## src/common/io_if.sv

```systemverilog
// ##########################################################################
// io_if: steering stage to I/O register block connection
// ##########################################################################

`timescale 1ns/1ns

interface io_if ();

  // single cycle strobes, already qualified by address and byte size
  logic       led_write;
  logic       tx_write;
  logic       rx_read;
  logic [7:0] write_byte;

  // register contents presented back for reads
  logic [7:0] tx_byte;
  logic [7:0] rx_byte;

  modport steer (
    output led_write, tx_write, rx_read, write_byte,
    input  tx_byte, rx_byte
  );

  modport io (
    input  led_write, tx_write, rx_read, write_byte,
    output tx_byte, rx_byte
  );

endinterface

```

## src/hdl/io_regs.sv

```systemverilog
// ##########################################################################
// io_regs: LED, uart transmit and uart receive registers
// runs the go level handshakes with the two uart blocks
// ##########################################################################

`timescale 1ns/1ns

module io_regs #(
  parameter int clk_hz    = 10_000_000,
  parameter int baud_rate = 1_000_000
) (
  input  logic       clk,
  input  logic       rst_n,
  input  logic       uart_rx,
  output logic [3:0] led,
  output logic       uart_tx,
  io_if.io           io
);

  logic [7:0] tx_byte;
  logic       tx_go;
  logic       tx_busy;
  logic [7:0] rx_byte;
  logic       rx_go;
  logic [7:0] rx_data;
  logic       rx_ready;

  assign io.tx_byte = tx_byte;
  assign io.rx_byte = rx_byte;

  always_ff @(posedge clk or negedge rst_n) begin
    if (!rst_n) begin
      // leds are active low, all off
      led     <= 4'b1111;
      tx_byte <= '0;
      tx_go   <= 1'b0;
      rx_byte <= '0;
      rx_go   <= 1'b1;
    end else begin
      if (io.led_write) led <= io.write_byte[3:0];

      // frame finished, release go and clear the byte in flight
      if (tx_go && !tx_busy) begin
        tx_go   <= 1'b0;
        tx_byte <= '0;
      end
      // a new write wins over the clear
      if (io.tx_write) begin
        tx_byte <= io.write_byte;
        tx_go   <= 1'b1;
      end

      // read clears first, the waiting byte is taken next cycle
      if (io.rx_read) begin
        rx_byte <= '0;
      end else if (rx_go && rx_ready) begin
        // overwrites an unread byte
        rx_byte <= rx_data;
        rx_go   <= 1'b0;
      end
      // go low for exactly one cycle as the acknowledge
      if (!rx_go) rx_go <= 1'b1;
    end
  end

  uart_tx #(
    .clk_hz   (clk_hz),
    .baud_rate(baud_rate)
  ) tx_i (
    .clk  (clk),
    .rst_n(rst_n),
    .go   (tx_go),
    .data (tx_byte),
    .tx   (uart_tx),
    .busy (tx_busy)
  );

  uart_rx #(
    .clk_hz   (clk_hz),
    .baud_rate(baud_rate)
  ) rx_i (
    .clk       (clk),
    .rst_n     (rst_n),
    .rx        (uart_rx),
    .go        (rx_go),
    .data      (rx_data),
    .data_ready(rx_ready)
  );

endmodule

```

## src/uart/uart_rx.sv

```systemverilog
// ##########################################################################
// uart_rx: 8N1 serial receiver with mid-bit sampling
// data_ready is held after a good frame until go falls
// ##########################################################################

`timescale 1ns/1ns

module uart_rx #(
  parameter int clk_hz    = 10_000_000,
  parameter int baud_rate = 1_000_000
) (
  input  logic       clk,
  input  logic       rst_n,
  input  logic       rx,
  input  logic       go,
  output logic [7:0] data,
  output logic       data_ready
);

  localparam int bit_clks = clk_hz / baud_rate;
  localparam int cnt_w    = $clog2(bit_clks + 1);

  // two flop synchroniser plus one more stage for edge detect
  logic             rx_meta;
  logic             rx_sync;
  logic             rx_prev;
  logic             active;
  // counts down to the next sample point
  logic [cnt_w-1:0] baud_cnt;
  // 0 start, 1..8 data, 9 stop
  logic [3:0]       bit_cnt;
  logic [7:0]       shift;

  always_ff @(posedge clk or negedge rst_n) begin
    if (!rst_n) begin
      rx_meta <= 1'b1;
      rx_sync <= 1'b1;
      rx_prev <= 1'b1;
    end else begin
      rx_meta <= rx;
      rx_sync <= rx_meta;
      rx_prev <= rx_sync;
    end
  end

  always_ff @(posedge clk or negedge rst_n) begin
    if (!rst_n) begin
      active     <= 1'b0;
      baud_cnt   <= '0;
      bit_cnt    <= '0;
      data       <= '0;
      data_ready <= 1'b0;
    end else begin
      // acknowledge from the owner
      if (data_ready && !go) data_ready <= 1'b0;
      if (!active) begin
        if (rx_prev && !rx_sync) begin
          // falling edge, first sample half a bit later
          active   <= 1'b1;
          baud_cnt <= cnt_w'(bit_clks / 2);
          bit_cnt  <= '0;
        end
      end else if (baud_cnt != '0) begin
        baud_cnt <= baud_cnt - 1'b1;
      end else begin
        baud_cnt <= cnt_w'(bit_clks - 1);
        bit_cnt  <= bit_cnt + 4'd1;
        if (bit_cnt == 4'd0) begin
          // glitch, start bit not low at mid period
          if (rx_sync) active <= 1'b0;
        end else if (bit_cnt == 4'd9) begin
          active <= 1'b0;
          // framing error drops the byte
          if (rx_sync) begin
            data       <= shift;
            data_ready <= 1'b1;
          end
        end else begin
          // lsb first
          shift <= {rx_sync, shift[7:1]};
        end
      end
    end
  end

endmodule

```

## src/uart/uart_tx.sv

```systemverilog
// ##########################################################################
// uart_tx: 8N1 serial transmitter
// go starts a frame, busy stays high until the stop bit has ended
// ##########################################################################

`timescale 1ns/1ns

module uart_tx #(
  parameter int clk_hz    = 10_000_000,
  parameter int baud_rate = 1_000_000
) (
  input  logic       clk,
  input  logic       rst_n,
  input  logic       go,
  input  logic [7:0] data,
  output logic       tx,
  output logic       busy
);

  localparam int bit_clks = clk_hz / baud_rate;
  localparam int cnt_w    = $clog2(bit_clks + 1);

  logic             active;
  // set once go has been seen low, so a held go sends only one frame
  logic             armed;
  logic [cnt_w-1:0] baud_cnt;
  // 0 start, 1..8 data, 9 stop
  logic [3:0]       bit_cnt;
  logic [8:0]       shift;

  // busy rises in the same cycle go is accepted
  assign busy = active || (go && armed);

  always_ff @(posedge clk or negedge rst_n) begin
    if (!rst_n) begin
      tx       <= 1'b1;
      active   <= 1'b0;
      armed    <= 1'b1;
      baud_cnt <= '0;
      bit_cnt  <= '0;
    end else begin
      if (!go) armed <= 1'b1;
      if (!active) begin
        if (go && armed) begin
          // drive the start bit, keep data and stop bit queued
          active   <= 1'b1;
          armed    <= 1'b0;
          tx       <= 1'b0;
          shift    <= {1'b1, data};
          baud_cnt <= '0;
          bit_cnt  <= '0;
        end
      end else if (baud_cnt == cnt_w'(bit_clks - 1)) begin
        baud_cnt <= '0;
        if (bit_cnt == 4'd9) begin
          // stop bit done, line already idle high
          active <= 1'b0;
        end else begin
          tx      <= shift[0];
          shift   <= {1'b1, shift[8:1]};
          bit_cnt <= bit_cnt + 4'd1;
        end
      end else begin
        baud_cnt <= baud_cnt + 1'b1;
      end
    end
  end

endmodule
```

## src/flat_wrapper.sv

```systemverilog
// flat-port wrapper written by rule: the top's interface ports become plain ports
module io_regs_flat 
#(
  parameter int clk_hz    = 10_000_000,
  parameter int baud_rate = 1_000_000
)
  (clk, rst_n, uart_rx, led, uart_tx, io_led_write, io_tx_write, io_rx_read, io_write_byte, io_tx_byte, io_rx_byte);
  io_if io_i ();
  input  logic clk;
  input  logic rst_n;
  input  logic uart_rx;
  output logic [3:0] led;
  output logic uart_tx;
  input wire logic [$bits(io_i.led_write)-1:0] io_led_write;
  input wire logic [$bits(io_i.tx_write)-1:0] io_tx_write;
  input wire logic [$bits(io_i.rx_read)-1:0] io_rx_read;
  input wire logic [$bits(io_i.write_byte)-1:0] io_write_byte;
  output wire logic [$bits(io_i.tx_byte)-1:0] io_tx_byte;
  output wire logic [$bits(io_i.rx_byte)-1:0] io_rx_byte;
  assign io_i.led_write = io_led_write;
  assign io_i.tx_write = io_tx_write;
  assign io_i.rx_read = io_rx_read;
  assign io_i.write_byte = io_write_byte;
  assign io_tx_byte = io_i.tx_byte;
  assign io_rx_byte = io_i.rx_byte;
  io_regs #(.clk_hz(clk_hz), .baud_rate(baud_rate)) u_core (.clk(clk), .rst_n(rst_n), .uart_rx(uart_rx), .led(led), .uart_tx(uart_tx), .io(io_i));
endmodule
```

## config.mk

```make
export PLATFORM = sky130hd
export DESIGN_NAME = io_regs_flat
export DESIGN_NICKNAME = d
export VERILOG_FILES = /design/src/common/io_if.sv /design/src/hdl/io_regs.sv /design/src/uart/uart_rx.sv /design/src/uart/uart_tx.sv /design/src/flat_wrapper.sv
export SDC_FILE = /design/constraint.sdc
export NUM_CORES = 1
export LEC_CHECK = 0
export ABC_AREA = 1
export BUFFER_PORTS_ARGS = -buffer_cell sky130_fd_sc_hd__buf_2
export CAP_MARGIN = 5
export CORE_MARGIN = 4
export CORE_UTILIZATION = 54
export DETAILED_ROUTE_END_ITERATION = 12
export GPL_TIMING_DRIVEN = 0
export PLACE_DENSITY = 0.85
export SLEW_MARGIN = 20
export SYNTH_ARGS = -nofsm -noshare
export SYNTH_HDL_FRONTEND = slang
export SYNTH_SLANG_ARGS = --single-unit
```

## constraint.sdc

```tcl
create_clock -name clk -period 6.1 [get_ports clk]
set_input_delay 0.915 -clock clk [delete_from_list [all_inputs] [get_ports clk]]
set_output_delay 0.915 -clock clk [all_outputs]
set_load 0.02 [all_outputs]
```

==> reports/results.ini <==
[sta]
whs_ns = 0.357
setup-tns-final_ns = 0
hold_viol_final = 0
finalSetupViolCount = 0
slew_headroom_pct = 55.2
setup_slack_ns = 3.91
finalClockSkew_ns = 0.00833
worst_slew_pin_slew_ns = 0.672
drv_slew = 0
post-route-min-period_ns = 2.19
min_period_over_period_pct = 35.8
max_freq_mhz = 458
rsz0062_at_grt = false

[floorplanning]
die_area_mm2 = 0.00686
core-area_mm2 = 0.00527
ios = 35
die_y_um = 82.9
start_util_pct = 57.4
die_w_um = 82.9
num_rows = 26

[status]
outcome = complete, no violations

[route]
via_count = 2121
vias_per_cell = 4.99
route.detailed.drc = 0
routedWlPerCell_um = 12.1
drt-total-wl_um = 5130
drt_iter0_markers = 99
antenna_left = 0
dr.pass1.iters = 4

[clock_network]
worst_skew_pair.late_latency_ns = 0.34
cts_tree = yes
ctsResizeCount = 0
numCtsBuffers = 9
cts_sinks = 70
post-cts-setup-buffers = 0
root_buffer = clkbuf_8
cts_hold_buf = 0
htreeDepth = 3
clkTransAtPathRegs_ns = 0.07
clock_path_buffers = 2

[place]
placed_cells = 409
gp_congestion = 0.764
dpl_worst_slack_ns = 3.17
hpwl_um = 3540
place_area_mm2 = 0.00328
port_buffers = 33

[power]
leakage_nw = 1.71
power.total_mw = 1.22
ir_worst_vdd_mv = 0.191
power_density_mw_per_mm2 = 351

[worst_setup_path]
endpoint_kind = flop
arrival_ns = 2.16
cp-start-kind = input pin
required_ns = 6.07
worstPathMaxFanout = 55
r2r_cells = 6
ff2ff_setup_slack_ns = 4.02
r2r-end = u_core.tx_i.shift[1]$_DFFE_PP_
critPathKind = input pin to flop
reg2reg_from = u_core.tx_i.baud_cnt[1]$_DFFE_PN0P_

[final_layout]
seq_area_mm2 = 0.00184
num_antenna_cells = 0
final_area_mm2 = 0.00347
multi_input_area_mm2 = 0.00101
layout-drive-gt1-share_pct = 23.7
area_growth_pct = 14.6
nFillCells = 434
fin_cells = 425
finalCoreUtilization_pct = 65.8
layout.nets = 372

[logic_synthesis]
yosysWarnings = 0
syn_area_per_cell_um2 = 9.89
syn_area_mm2 = 0.00303
ys_ff_latch = 70
syn_nets = 328
syn_inst = 306
yosysSeqAreaShare_pct = 61.0
synth.distinct_cells = 26

[grt]
overflow = 0
grt_max_degree = 56
met3_usage_pct = 4.36
grtUsageMet2_pct = 26.8
grt_pass1_wl_um = 9260
first_global_vias = 2099
met1_usage_pct = 20.5
antenna_found_initial = 0
grtUsageTotal_pct = 16.4
grt_busiest_layer = met2

[hold_path]
hold_class = flop to flop
whs_endpoint = u_core.rx_i.rx_sync$_DFF_PN1_
hp-start = u_core.rx_i.rx_meta$_DFF_PN1_
hold_depth = 0

[run]
timing.max_cap.violations = 0

[power breakdown]
part	switching [mW]	internal [mW]
Sequential	0.0582	0.554
Combinational	0.156	0.0969
Clock	0.164	0.186
[flip-flops by register name (all words and copies together), names as in the netlist, 4 cells and up]
register	cells
u_core.io.tx_byte	8
u_core.tx_i.bit_cnt	4
u_core.tx_i.baud_cnt	4
u_core.rx_i.baud_cnt	4
u_core.tx_i.shift	8
u_core.rx_i.bit_cnt	4
u_core.led	4
u_core.io.rx_byte	8
u_core.rx_i.shift	8
u_core.rx_i.data	8
[cell families after synthesis]
group	after synthesis	synth area share (%)
AO/OA/AOI/OAI	29	6.04
multiplexers	4	1.49
adder cells (fa/ha/maj)	8	3.31
flip-flops	70	61.0
buffers and inverters	43	5.71
AND/OR/NAND/NOR	148	21.3
XOR/XNOR	4	1.16
[Yosys cell counts, drive strengths merged]
library cell	n	share of area, %
xnor2	4	1.2
edfxtp	16	16
buf	4	0.87
nor2	13	2.0
a31oi	1	0.21
dfstp	10	8.7
nand2	98	13
dfrtp	44	36
o22ai	2	0.41
clkinv	2	0.25
or2	1	0.21
nor3	1	0.17
ha	8	3.3
inv	37	4.6
nand3	31	5.5
o21ai	26	5.4
mux2	4	1.5
nand4	4	0.83
[critical path, stage by stage]
cell and delay (ns):
buf_4 0.52, inv_1 0.15, nor3_2 0.55
[worst max path at each step]
stage | depth (start not counted) | start | to | slack (ns)
final | 3 | rst_n | u_core.rx_i.shift[1]$_DFFE_PP_ | 3.91
after global routing | 3 | rst_n | u_core.rx_i.shift[1]$_DFFE_PP_ | 3.65
after global placement | 3 | rst_n | u_core.rx_i.shift[1]$_DFFE_PP_ | 2.84
after CTS | 3 | rst_n | u_core.rx_i.shift[1]$_DFFE_PP_ | 3.56
after detailed placement | 3 | rst_n | u_core.rx_i.shift[1]$_DFFE_PP_ | 3.17
after floorplan | 2 | rst_n | u_core.rx_i.shift[0]$_DFFE_PP_ | 4.12
[per-layer routing]
metal,wire length (µm),up-vias
li1,-,1074
met4,89,0
met3,226,7
met5,0,-
met1,2410,990
met2,2410,50
[placed cells by master, fill, tap and decap left out, drive strengths merged]
cell,netlist,routed
nand2,98,98
dfrtp,44,44
inv,37,37
buf,4,37
nand3,31,31
o21ai,26,26
edfxtp,16,16
nor2,13,13
clkbuf,0,11
dfstp,10,10
ha,8,8
clkinv,2,6
nand4,4,4
mux2,4,4
xnor2,4,4
o22ai,2,2
nor3,1,1
a31oi,1,1
or2,1,1
bufinv,0,1
[layout make-up]
type | count | area share [%]
Clock inverter | 5 | 1.44
Inverter | 39 | 4.22
Buffer | 4 | 0.758
Clock buffer | 11 | 3.79
Tap cell | 70 | 2.53
Sequential cell | 70 | 53.2
Multi-Input combinational cell | 193 | 29.2
Timing Repair Buffer | 33 | 4.84
Note: power is estimated with default switching activity, not from simulation.
